## config.mk

```make
export PLATFORM = sky130hd
export DESIGN_NAME = tcu_drl_lane
export DESIGN_NICKNAME = d
export VERILOG_FILES = /design/src/source/tcu_drl_pkg.sv /design/src/source/tcu_drl_exp_bias.sv /design/src/source/tcu_drl_mant_mul.sv /design/src/source/tcu_drl_lane.sv
export VERILOG_INCLUDE_DIRS = /design/src /design/src/source
export SDC_FILE = /design/constraint.sdc
export NUM_CORES = 1
export LEC_CHECK = 0
export BUFFER_PORTS_ARGS = -buffer_cell sky130_fd_sc_hd__clkbuf_2
export CAP_MARGIN = 5
export CORE_MARGIN = 2
export CORE_UTILIZATION = 55
export DETAILED_ROUTE_END_ITERATION = 8
export PLACE_DENSITY_LB_ADDON = 0.1
export SYNTH_ARGS = -nofsm -noshare
export SYNTH_HDL_FRONTEND = slang
export SYNTH_SLANG_ARGS = --single-unit
```

## constraint.sdc

```tcl
create_clock -name clk -period 12.6 [get_ports clk]
set_clock_uncertainty 0.05 [all_clocks]
set_input_delay 0.63 -clock clk [delete_from_list [all_inputs] [get_ports clk]]
set_output_delay 0.63 -clock clk [all_outputs]
set_load 0.01 [all_outputs]
```

## src/source/tcu_drl_macros.svh

```systemverilog
/*
 * Width constants for the dot-product lane
 * FP32 re-biasing constants for FP16, BF16, FP8 and BF8 exponent sums
 */

`ifndef TCU_DRL_MACROS_SVH
`define TCU_DRL_MACROS_SVH

// Operand and product field widths
`define DRL_OP_W   16
`define DRL_EXP_W  8
`define DRL_MANT_W 24
`define DRL_DIFF_W 7

// Added to the raw exponent sum to land in FP32 bias
// 127 - 30 + 1
`define DRL_BIAS_FP16 8'd98
// -127 + 1 in 10-bit two's complement
`define DRL_BIAS_BF16 10'h382
// 127 - 14 + 2
`define DRL_BIAS_FP8  8'd115
// 127 - 30 + 2
`define DRL_BIAS_BF8  8'd99

`endif

```

## src/source/tcu_drl_pkg.sv

```systemverilog
/*
 * Shared types for the dot-product lane
 * Format code enum, operand struct and raw product struct
 */

`include "tcu_drl_macros.svh"

package tcu_drl_pkg;

    // Format codes, values 5 to 7 are illegal
    typedef enum logic [2:0] {
        FMT_NONE = 3'd0,
        FMT_FP16 = 3'd1,
        FMT_BF16 = 3'd2,
        FMT_FP8  = 3'd3,
        FMT_BF8  = 3'd4
    } drl_fmt_e;

    // One operation as accepted by the lane
    typedef struct packed {
        drl_fmt_e              fmt;
        logic [`DRL_OP_W-1:0]  a;
        logic [`DRL_OP_W-1:0]  b;
    } drl_op_t;

    // Raw product in FP32-biased form, mantissa not yet normalized
    typedef struct packed {
        logic                   sign;
        logic [`DRL_EXP_W-1:0]  exp;
        logic [`DRL_MANT_W-1:0] mant;
        logic                   fmt_err;
    } drl_prod_t;

endpackage

```

## src/source/tcu_drl_exp_bias.sv

```systemverilog
/*
 * Exponent path of the lane
 * Adds operand exponents and re-biases them to FP32 for all four formats
 * Also gives the half-sum difference that steers 8-bit mantissa alignment
 */

`timescale 1ns/1ns
`include "tcu_drl_macros.svh"

module tcu_drl_exp_bias import tcu_drl_pkg::*; (
    input  logic                   enable,
    input  drl_fmt_e               fmt,
    input  logic [`DRL_OP_W-1:0]   a,
    input  logic [`DRL_OP_W-1:0]   b,
    output logic [`DRL_EXP_W-1:0]  raw_exp,
    output logic                   exp_low_larger,
    output logic [`DRL_DIFF_W-1:0] raw_exp_diff
);

    logic [`DRL_OP_W-1:0]  gated_a;
    logic [`DRL_OP_W-1:0]  gated_b;
    drl_fmt_e              gated_fmt;

    logic [`DRL_EXP_W-1:0] raw_exp_fp16;

    logic [9:0]            bf16_sum;
    logic [`DRL_EXP_W-1:0] raw_exp_bf16;

    logic [1:0][4:0]       fp8_sum;
    logic [5:0]            fp8_diff;
    logic                  fp8_low_larger;
    logic [4:0]            fp8_max;
    logic [`DRL_EXP_W-1:0] raw_exp_fp8;

    logic [1:0][5:0]       bf8_sum;
    logic [6:0]            bf8_diff;
    logic                  bf8_low_larger;
    logic [5:0]            bf8_max;
    logic [`DRL_EXP_W-1:0] raw_exp_bf8;

    // Hold inputs at zero while idle so the adders do not toggle
    assign gated_a   = a & {`DRL_OP_W{enable}};
    assign gated_b   = b & {`DRL_OP_W{enable}};
    assign gated_fmt = drl_fmt_e'(fmt & {$bits(drl_fmt_e){enable}});

    // FP16 exponents live in bits 14:10
    assign raw_exp_fp16 = {3'd0, gated_a[14:10]} + {3'd0, gated_b[14:10]} + `DRL_BIAS_FP16;

    // BF16 sum can go negative, so it is formed in 10 bits
    assign bf16_sum = {2'd0, gated_a[14:7]} + {2'd0, gated_b[14:7]} + `DRL_BIAS_BF16;

    // Negative sums are reported as their magnitude
    assign raw_exp_bf16 = bf16_sum[9] ? (8'd0 - bf16_sum[7:0]) : bf16_sum[7:0];

    // Per-byte exponent sums, index 1 is the high half
    for (genvar i = 0; i < 2; i++) begin : g_half_sum
        assign fp8_sum[i] = {1'b0, gated_a[i*8+6 -: 4]} + {1'b0, gated_b[i*8+6 -: 4]};
        assign bf8_sum[i] = {1'b0, gated_a[i*8+6 -: 5]} + {1'b0, gated_b[i*8+6 -: 5]};
    end

    // FP8 high minus low, sign bit marks the low half as larger
    assign fp8_diff       = {1'b0, fp8_sum[1]} - {1'b0, fp8_sum[0]};
    assign fp8_low_larger = fp8_diff[5];
    assign fp8_max        = fp8_low_larger ? fp8_sum[0] : fp8_sum[1];
    assign raw_exp_fp8    = {3'd0, fp8_max} + `DRL_BIAS_FP8;

    // BF8 works the same with one more exponent bit
    assign bf8_diff       = {1'b0, bf8_sum[1]} - {1'b0, bf8_sum[0]};
    assign bf8_low_larger = bf8_diff[6];
    assign bf8_max        = bf8_low_larger ? bf8_sum[0] : bf8_sum[1];
    assign raw_exp_bf8    = {2'd0, bf8_max} + `DRL_BIAS_BF8;

    // Output select, unused fields driven to zero
    always_comb begin
        case (gated_fmt)
            FMT_FP16: begin
                raw_exp        = raw_exp_fp16;
                exp_low_larger = 1'b0;
                raw_exp_diff   = '0;
            end
            FMT_BF16: begin
                raw_exp        = raw_exp_bf16;
                exp_low_larger = 1'b0;
                raw_exp_diff   = '0;
            end
            FMT_FP8: begin
                raw_exp        = raw_exp_fp8;
                exp_low_larger = fp8_low_larger;
                // Sign-extend the 6-bit difference
                raw_exp_diff   = {fp8_diff[5], fp8_diff};
            end
            FMT_BF8: begin
                raw_exp        = raw_exp_bf8;
                exp_low_larger = bf8_low_larger;
                raw_exp_diff   = bf8_diff;
            end
            default: begin
                raw_exp        = '0;
                exp_low_larger = 1'b0;
                raw_exp_diff   = '0;
            end
        endcase
    end

    // The mantissa block must see a zero shift for the 16-bit formats
    a_wide_no_low_larger : assert final (
        enable !== 1'b1 ||
        !(gated_fmt === FMT_FP16 || gated_fmt === FMT_BF16) ||
        exp_low_larger === 1'b0
    ) else $error("exp_low_larger set for a 16-bit format");

endmodule

```

## src/source/tcu_drl_mant_mul.sv

```systemverilog
/*
 * Mantissa path of the lane
 * Significand products for all formats, with alignment and signed merge
 * of the two sub-products for FP8 and BF8
 */

`timescale 1ns/1ns
`include "tcu_drl_macros.svh"

module tcu_drl_mant_mul import tcu_drl_pkg::*; (
    input  drl_fmt_e               fmt,
    input  logic [`DRL_OP_W-1:0]   a,
    input  logic [`DRL_OP_W-1:0]   b,
    input  logic                   exp_low_larger,
    input  logic [`DRL_DIFF_W-1:0] raw_exp_diff,
    output logic                   sign,
    output logic [`DRL_MANT_W-1:0] mant
);

    logic [10:0]                  sig_fp16_a;
    logic [10:0]                  sig_fp16_b;
    logic [21:0]                  prod_fp16;
    logic [7:0]                   sig_bf16_a;
    logic [7:0]                   sig_bf16_b;
    logic [15:0]                  prod_bf16;
    logic [1:0][7:0]              prod_fp8;
    logic [1:0][5:0]              prod_bf8;
    logic [1:0]                   half_sign;
    logic [1:0][`DRL_MANT_W-1:0]  half_prod;

    logic [`DRL_MANT_W-1:0]       base_prod;
    logic [`DRL_MANT_W-1:0]       other_prod;
    logic                         base_sign;
    logic                         other_sign;
    logic [`DRL_DIFF_W-1:0]       shamt;
    logic [`DRL_MANT_W-1:0]       shifted;
    logic [`DRL_MANT_W:0]         merged;
    logic [`DRL_MANT_W-1:0]       merged_mag;

    // Hidden bit is 1 unless the exponent field is zero
    assign sig_fp16_a = {|a[14:10], a[9:0]};
    assign sig_fp16_b = {|b[14:10], b[9:0]};
    assign prod_fp16  = sig_fp16_a * sig_fp16_b;

    assign sig_bf16_a = {|a[14:7], a[6:0]};
    assign sig_bf16_b = {|b[14:7], b[6:0]};
    assign prod_bf16  = sig_bf16_a * sig_bf16_b;

    // One sub-product per byte, index 1 is the high half
    for (genvar i = 0; i < 2; i++) begin : g_half_prod
        assign prod_fp8[i] = {|a[i*8+6 -: 4], a[i*8+2 -: 3]} *
                             {|b[i*8+6 -: 4], b[i*8+2 -: 3]};
        assign prod_bf8[i] = {|a[i*8+6 -: 5], a[i*8+1 -: 2]} *
                             {|b[i*8+6 -: 5], b[i*8+1 -: 2]};
        assign half_sign[i] = a[i*8+7] ^ b[i*8+7];

        // Top product bit lands on bit 22
        assign half_prod[i] = (fmt == FMT_FP8) ? {1'b0, prod_fp8[i], 15'd0}
                                               : {1'b0, prod_bf8[i], 17'd0};
    end

    // High half is the base unless the low half has the larger exponent
    assign base_prod  = exp_low_larger ? half_prod[0] : half_prod[1];
    assign base_sign  = exp_low_larger ? half_sign[0] : half_sign[1];
    assign other_prod = exp_low_larger ? half_prod[1] : half_prod[0];
    assign other_sign = exp_low_larger ? half_sign[1] : half_sign[0];

    // Shift by the magnitude of the exponent difference
    assign shamt   = raw_exp_diff[`DRL_DIFF_W-1] ? ('0 - raw_exp_diff) : raw_exp_diff;
    assign shifted = (shamt >= `DRL_DIFF_W'(24)) ? '0 : (other_prod >> shamt);

    // Extra top bit catches a negative result of the subtract
    assign merged = (base_sign == other_sign) ? ({1'b0, base_prod} + {1'b0, shifted})
                                              : ({1'b0, base_prod} - {1'b0, shifted});
    assign merged_mag = merged[`DRL_MANT_W] ? ('0 - merged[`DRL_MANT_W-1:0])
                                            : merged[`DRL_MANT_W-1:0];

    always_comb begin
        case (fmt)
            FMT_FP16: begin
                sign = a[15] ^ b[15];
                mant = {2'd0, prod_fp16};
            end
            FMT_BF16: begin
                sign = a[15] ^ b[15];
                mant = {8'd0, prod_bf16};
            end
            FMT_FP8, FMT_BF8: begin
                sign = base_sign ^ merged[`DRL_MANT_W];
                mant = merged_mag;
            end
            default: begin
                sign = 1'b0;
                mant = '0;
            end
        endcase
    end

    // A carry into bit 23 can only come from an add of like signs
    a_carry_needs_add : assert final (
        !(fmt === FMT_FP8 || fmt === FMT_BF8) ||
        mant[`DRL_MANT_W-1] !== 1'b1 ||
        half_sign[1] == half_sign[0]
    ) else $error("mant bit 23 set after a subtract");

endmodule

```

## src/source/tcu_drl_lane.sv

```systemverilog
/*
 * One lane of the dot-product unit
 * Operand register, exponent and mantissa paths, product register
 * Fixed two-cycle latency with plain valid strobes
 */

`timescale 1ns/1ns
`include "tcu_drl_macros.svh"

module tcu_drl_lane import tcu_drl_pkg::*; (
    input  logic      clk,
    input  logic      rst_n,
    input  logic      in_valid,
    input  drl_op_t   in_op,
    output logic      out_valid,
    output drl_prod_t out_prod
);

    drl_op_t                op_q;
    logic                   valid_q;

    logic [`DRL_OP_W-1:0]   gated_a;
    logic [`DRL_OP_W-1:0]   gated_b;
    drl_fmt_e               gated_fmt;

    logic [`DRL_EXP_W-1:0]  raw_exp;
    logic                   exp_low_larger;
    logic [`DRL_DIFF_W-1:0] raw_exp_diff;
    logic                   mul_sign;
    logic [`DRL_MANT_W-1:0] mul_mant;

    logic                   fmt_legal;
    drl_prod_t              prod_d;

    // Valid strobes advance every cycle, no stall
    always_ff @(posedge clk or negedge rst_n) begin
        if (!rst_n) begin
            valid_q   <= 1'b0;
            out_valid <= 1'b0;
        end else begin
            valid_q   <= in_valid;
            out_valid <= valid_q;
        end
    end

    // Operand capture
    always_ff @(posedge clk) begin
        if (in_valid) begin
            op_q <= in_op;
        end
    end

    // Idle stage presents zeros to the multipliers
    assign gated_a   = op_q.a & {`DRL_OP_W{valid_q}};
    assign gated_b   = op_q.b & {`DRL_OP_W{valid_q}};
    assign gated_fmt = drl_fmt_e'(op_q.fmt & {$bits(drl_fmt_e){valid_q}});

    tcu_drl_exp_bias u_exp_bias (
        .enable         (valid_q),
        .fmt            (op_q.fmt),
        .a              (op_q.a),
        .b              (op_q.b),
        .raw_exp        (raw_exp),
        .exp_low_larger (exp_low_larger),
        .raw_exp_diff   (raw_exp_diff)
    );

    tcu_drl_mant_mul u_mant_mul (
        .fmt            (gated_fmt),
        .a              (gated_a),
        .b              (gated_b),
        .exp_low_larger (exp_low_larger),
        .raw_exp_diff   (raw_exp_diff),
        .sign           (mul_sign),
        .mant           (mul_mant)
    );

    assign fmt_legal = op_q.fmt inside {FMT_FP16, FMT_BF16, FMT_FP8, FMT_BF8};

    // Illegal codes give an all-zero product with fmt_err set
    always_comb begin
        prod_d = '0;
        if (fmt_legal) begin
            prod_d.sign = mul_sign;
            prod_d.exp  = raw_exp;
            prod_d.mant = mul_mant;
        end else begin
            prod_d.fmt_err = 1'b1;
        end
    end

    // Product holds while idle
    always_ff @(posedge clk) begin
        if (valid_q) begin
            out_prod <= prod_d;
        end
    end

    // Only operations accepted out of reset reach the output
    a_latency_two : assert property (
        @(posedge clk) disable iff (!rst_n)
        out_valid == $past(in_valid & rst_n, 2)
    ) else $error("out_valid does not follow in_valid by two cycles");

    a_valid_known : assert property (
        @(posedge clk) disable iff (!rst_n)
        !$isunknown(out_valid)
    ) else $error("out_valid unknown");

endmodule

```

# Yosys cells after proc, flatten, opt, wreduce, memory -nomap -nowiden
# Cells that the tools add are included.
# totals
memories,0
ram_bits,0
inputBits,38
rom_bits,0
register_bits,71
latch_bits,0
out_inout_bits,35
# classes
addsub,17
n_mul,6
bitwise_logic,6
n_eq_ne,9
n_mux,19
n_lt_le_gt_ge,1
n_reduce_logical,13
n_div,0
shifts,1
# op_table
cell,n
two-way mux 24 bit,4
case mux 24 bit (3 select lines),1
two-way mux 23 bit,2
AND 16 bit,2
case mux 8 bit (4 select lines),1
adder 24 x 24 -> 25 bit,1
two-way mux 25 bit,1
subtractor 24 x 24 -> 25 bit,1
right shift 24 x 7 -> 24 bit,1
"subtractor 1 x 24 -> 24 bit, first input constant",1
multiplier 11 x 11 -> 22 bit,1
OR reduction 5 bit,4
adder 5 x 5 -> 6 bit,3
multiplier 4 x 4 -> 8 bit,2
multiplier 8 x 8 -> 16 bit,1
OR reduction 4 bit,4
OR reduction 8 bit,2
case mux 7 bit (2 select lines),1
"== test 3 x 2 -> 1 bit, second input constant",4
multiplier 3 x 3 -> 6 bit,2
"adder 10 bit, second input constant",1
adder 4 x 4 -> 5 bit,2
adder 8 x 8 -> 9 bit,1
"adder 5 x 7 -> 8 bit, second input constant",1
20 further kinds,28

# Depth between registers and ports, before layout
# depth
word_depth,13
mapped_depth,49

# By module
# From an unflattened synthesis, not the netlist that was laid out.
# hier_totals
cells_unflattened,1692
area_unflattened_um2,14784.2
# by_module_without_submodules
mod,seq_area_each_um2,area_each_um2,cells_per_inst,n_inst
tcu_drl_mant_mul,0.0,9750.6,1225,1
tcu_drl_lane,2122.0,2633.8,151,1
tcu_drl_exp_bias,0.0,2399.8,316,1

# Least setup slack after synthesis
# Ideal clock, no wire load.
# synth_path
path_kind,register to register
from,register valid_q
to,register out_prod[20] in the netlist's numbering (data pin)
slack_ns,2.002
t_required_ns,12.279
t_arrival_ns,10.277
path_buffers,11
setup_time_ns,0.271
path_stages_with_launch,50
cell_sequence,dfrtp_1 -> buf_6 -> clkbuf_1 -> clkbuf_1 -> clkbuf_1 -> clkbuf_1 -> clkbuf_1 -> clkbuf_1 -> nand2_1 -> inv_1 -> ha_1 -> clkbuf_2 -> nand2_1 -> o21ai_0 -> xor2_1 -> ha_1 -> a21oi_1 -> and2_1 -> [14 not listed] -> nand4b_1 -> o31ai_1 -> xnor2_1 -> ha_1 -> a21o_1 -> a21oi_1 -> o21bai_1 -> a21oi_1 -> o21bai_1 -> a21oi_1 -> nor2b_1 -> nor2_1 -> nor3_1 -> nor4_4 -> buf_6 -> o41ai_1 -> xnor2_1 -> o22ai_1
# synth_between
elab_chain_len,13
word_cells_on_any_way,49
cone_classes,10 x add/sub; 5 x mul; 1 x order compare; 5 x eq/ne; 1 x shift; 13 x mux; 5 x bitwise; 9 x reduce/logical
# synth_lines
element,line_no,rtl
from (decl),tcu_drl_lane.sv:20,logic valid_q;
from (signal assigned),tcu_drl_lane.sv:41,valid_q <= in_valid;
"AND 16 bit, on equally long branches","tcu_drl_exp_bias.sv:42, tcu_drl_exp_bias.sv:43",
adder 5 x 5 -> 6 bit / adder 4 x 4 -> 5 bit (equally long branches),"tcu_drl_exp_bias.sv:58, tcu_drl_exp_bias.sv:57",
subtractor 6 x 6 -> 7 bit / subtractor 5 x 5 -> 6 bit (equally long branches),"tcu_drl_exp_bias.sv:68, tcu_drl_exp_bias.sv:62",
case mux 7 bit (2 select lines),tcu_drl_exp_bias.sv:75,case (gated_fmt)
subtractor 1 x 7 -> 7 bit,tcu_drl_mant_mul.sv:69,assign shamt = raw_exp_diff[`DRL_DIFF_W-1] ? ('0 - raw_exp_diff) : raw_exp_diff;
two-way mux 7 bit,tcu_drl_mant_mul.sv:69,
right shift 24 x 7 -> 24 bit / >= comparator 7 x 5 -> 1 bit (equally long branches),tcu_drl_mant_mul.sv:70,assign shifted = (shamt >= `DRL_DIFF_W'(24)) ? '0 : (other_prod >> shamt);
two-way mux 24 bit,tcu_drl_mant_mul.sv:70,
subtractor 24 x 24 -> 25 bit / adder 24 x 24 -> 25 bit (equally long branches),"tcu_drl_mant_mul.sv:74, tcu_drl_mant_mul.sv:73",
two-way mux 25 bit,tcu_drl_mant_mul.sv:73,"assign merged = (base_sign == other_sign) ? ({1'b0, base_prod} + {1'b0, shifted})"
subtractor 1 x 24 -> 24 bit,tcu_drl_mant_mul.sv:75,assign merged_mag = merged[`DRL_MANT_W] ? ('0 - merged[`DRL_MANT_W-1:0])
two-way mux 24 bit,tcu_drl_mant_mul.sv:75,
case mux 24 bit (3 select lines) (*),tcu_drl_mant_mul.sv:79,case (fmt)
to (signal assigned),tcu_drl_lane.sv:95,out_prod <= prod_d;
to (decl),tcu_drl_lane.sv:16,output drl_prod_t out_prod
# Mark *: on every way between the ends. The rest lies on a longest branch, timed or not.
# A chain may end at the register's enable or synchronous reset.

# Final worst setup path
# layout_path
from,register valid_q
to,register out_prod[5] in the netlist's numbering (data pin)
# The elaborated chain is that of the path after synthesis.

==> qor.csv <==
metric;value;unit
coreArea;25000;um2
power_frac_clock;14.1;%
grt_overflow_total;0;
syn_inst;1626;
maxCapViolations;0;
cts_max_path_buffers;2;
grt_max_degree;85;
ff2ff_setup_slack;1910;ps
rsz0062_at_grt;no;
dr.pass1.iters;6;
tightest_slew;1060;ps
timing.critical_path.to;out_prod[5];
io_buffers;72;
hold_path.class;input pin to async pin;
initialDrtViolationCount;1073;
antenna_found_initial;1;
required;12620;ps
r2r-start;valid_q;
cts_hold_buffers;0;
dieArea;26500;um2
setup_viol;0;
regArea;2130;um2
critPathLaunch;valid_q;
design_area;14800;um2
synth_top_cell_by_area;fa_1;
max_freq;93.6;MHz
p_seq_share;15.0;%
post-cts-setup-buffer-count;0;
path_max_fanout;84;
comb_power_share;70.9;%
grtUsageTotal;31.5;%
netlist_area;13900;um2
synthTopCellsByArea;fa_1 (18%), edfxtp_1 (15%), ha_1 (14%);
final.min_clock_period;10690;ps
antenna_cells;0;
grt_first_pass_wirelength;64.9;mm
worst_hold_slack;18.2;ps
power_density;149;nW/um2
clk_pin_slew;70;ps
slew_viol_final;0;
drive_above_1_share;8.62;%
grt_pass1_vias;12100;
initial_core_util;55.6;%
cts-root-buf;clkbuf_16;
place_area;14500;um2
finalSetupTns;0;ps
synth-edff-count;69;
yosys_warnings;0;
path_buf_inv;2;
yosysMostFrequentCell;inv_1;
power_leakage;0.00725;uW
synthDistinctLibCells;90;
syn_area_per_cell;8.54;um2
place.gp.congestion;0.942;
layout.filler_cells;2321;
power_switching_share;49.3;%
cts_resized;0;
crit_cells;38;
vias;12000;
endpoint_kind;flop;
yosys_most_used_dff;edfxtp_1;
p_int;1120;uW
min_period_over_period;84.8;%
max_stage_delay;960;ps
post_drt_via_cell_ratio;6.05;
yosys-top-cells-count;inv_1 (187), ha_1 (156), nand2_1 (153), fa_1 (126), nor2_1 (113);
wl;40.1;mm
syn_to_final_growth;7.00;%
rows;58;
worstRegToRegCells;38;
ctsHtreeMaxLevel;3;
slew_headroom;28.8;%
status;finished clean;
fp.dieH;163;um
multi_input_area;10800;um2
async_flop_share;2.82;%
cts.sinks;71;
cts_tree;done;
crit_family;compound AO/OA/AOI/OAI gates;
ant_nets;0;
syn-num-nets;1946;
ys_ff_latch;71;
routedWlPerCell;20.2;um
seq_area_frac_synth;15.3;%
ios;73;
crit_type;flop to flop;
cts_inserted_buffers;9;
die_width;163;um
hpwl;32.7;mm
slowest_stage;dfrtp_4;
power.switching;1090;uW
nNetsFinal;1973;
drcViolationCount;0;
worst_skew_pair.late_latency;350;ps
timing.rr.end;out_prod[5];
startpoint_type;flop;
peakVddDrop;0.0000848;V
crit_top_cell;a21oi_1;
arrival;10710;ps
hold_viol;0;
synth_top_area_share;18.2;%
[stage by stage]
step	util [%]	setup slack (ps)	cells	total power, uW
5_1_grt	59.5	956	1988	2410
3_3_place_gp	58.1	2110	1972	1860
2_1_floorplan	-	2000	1626	1520
4_1_cts	59.5	2040	1988	2210
6_report	59.5	1910	1988	2210
3_5_place_dp	58.1	2060	1972	1880
[layer usage]
metal  track usage [%]  part of all wire, %  wire length, um  up-vias
li1                  -                    -                -     5708
met1              43.3                   44            17600     5763
met2              52.2                   46            18600      483
met3              4.07                  7.0             2790       69
met4              9.01                  2.9             1170        0
met5                 0                    0                0        -
[kinds of logic after synthesis]
kind of cell / after synthesis / synth area share, %
AO/OA/AOI/OAI: 374 / 17.9
XOR/XNOR: 140 / 9.02
adder cells (fa/ha/maj): 282 / 32.2
buffers and inverters: 262 / 7.39
flip-flops: 71 / 15.3
multiplexers: 13 / 0.938
AND/OR/NAND/NOR: 484 / 17.3
[worst min-delay path by stage]
stage | end | slack (ps) | cells past startpoint
floorplan | out_valid | 280 | 0
global placement | out_valid | 390 | 1
detailed placement | out_valid | 390 | 1
CTS | out_valid | 20 | 1
global route | out_valid | 10 | 1
finish | out_valid | 20 | 1
[power by group through the flow]
stage / clock (uW) / sequential, uW / combinational, uW
2_1_floorplan: 0 / 328 / 1200
3_3_place_gp: 0 / 335 / 1530
3_5_place_dp: 0 / 335 / 1550
4_1_cts: 317 / 330 / 1560
5_1_grt: 325 / 335 / 1760
6_report: 312 / 332 / 1570
[worst reg2reg max path, delay by kind of cell (launching register included)]
kind,cells,cell delay (ps)
compound gates,17,4080
simple gates,12,2630
flops,1,960
fa+ha+maj,4,1150
buf+inv,2,470
xor+xnor,3,1080
[placed cells by master (no fill, tap or decap), types with 49 or more instances in the layout]
cell type  instances
a21oi_1          102
and3_1            49
clkbuf_2          72
edfxtp_1          69
fa_1             126
ha_1             156
inv_1            187
nand2_1          153
nor2_1           113
o21ai_0           56
xnor2_1           86
xor2_1            51
[sequential cells by signal, indices dropped and copies added (netlist names)]
register	count
op_q	35
out_prod	34
out_valid	1
valid_q	1
[area by class of cell]
type / instances / share of cell area (%)
clock buffers: 9 / 1.52
clock inverters: 7 / 0.809
inverters: 188 / 4.75
multi-input cells: 1293 / 72.5
flip-flops and latches: 71 / 14.3
well taps: 330 / 2.78
repair buffers: 90 / 3.34
Note: power is estimated with default switching activity, not from simulation.
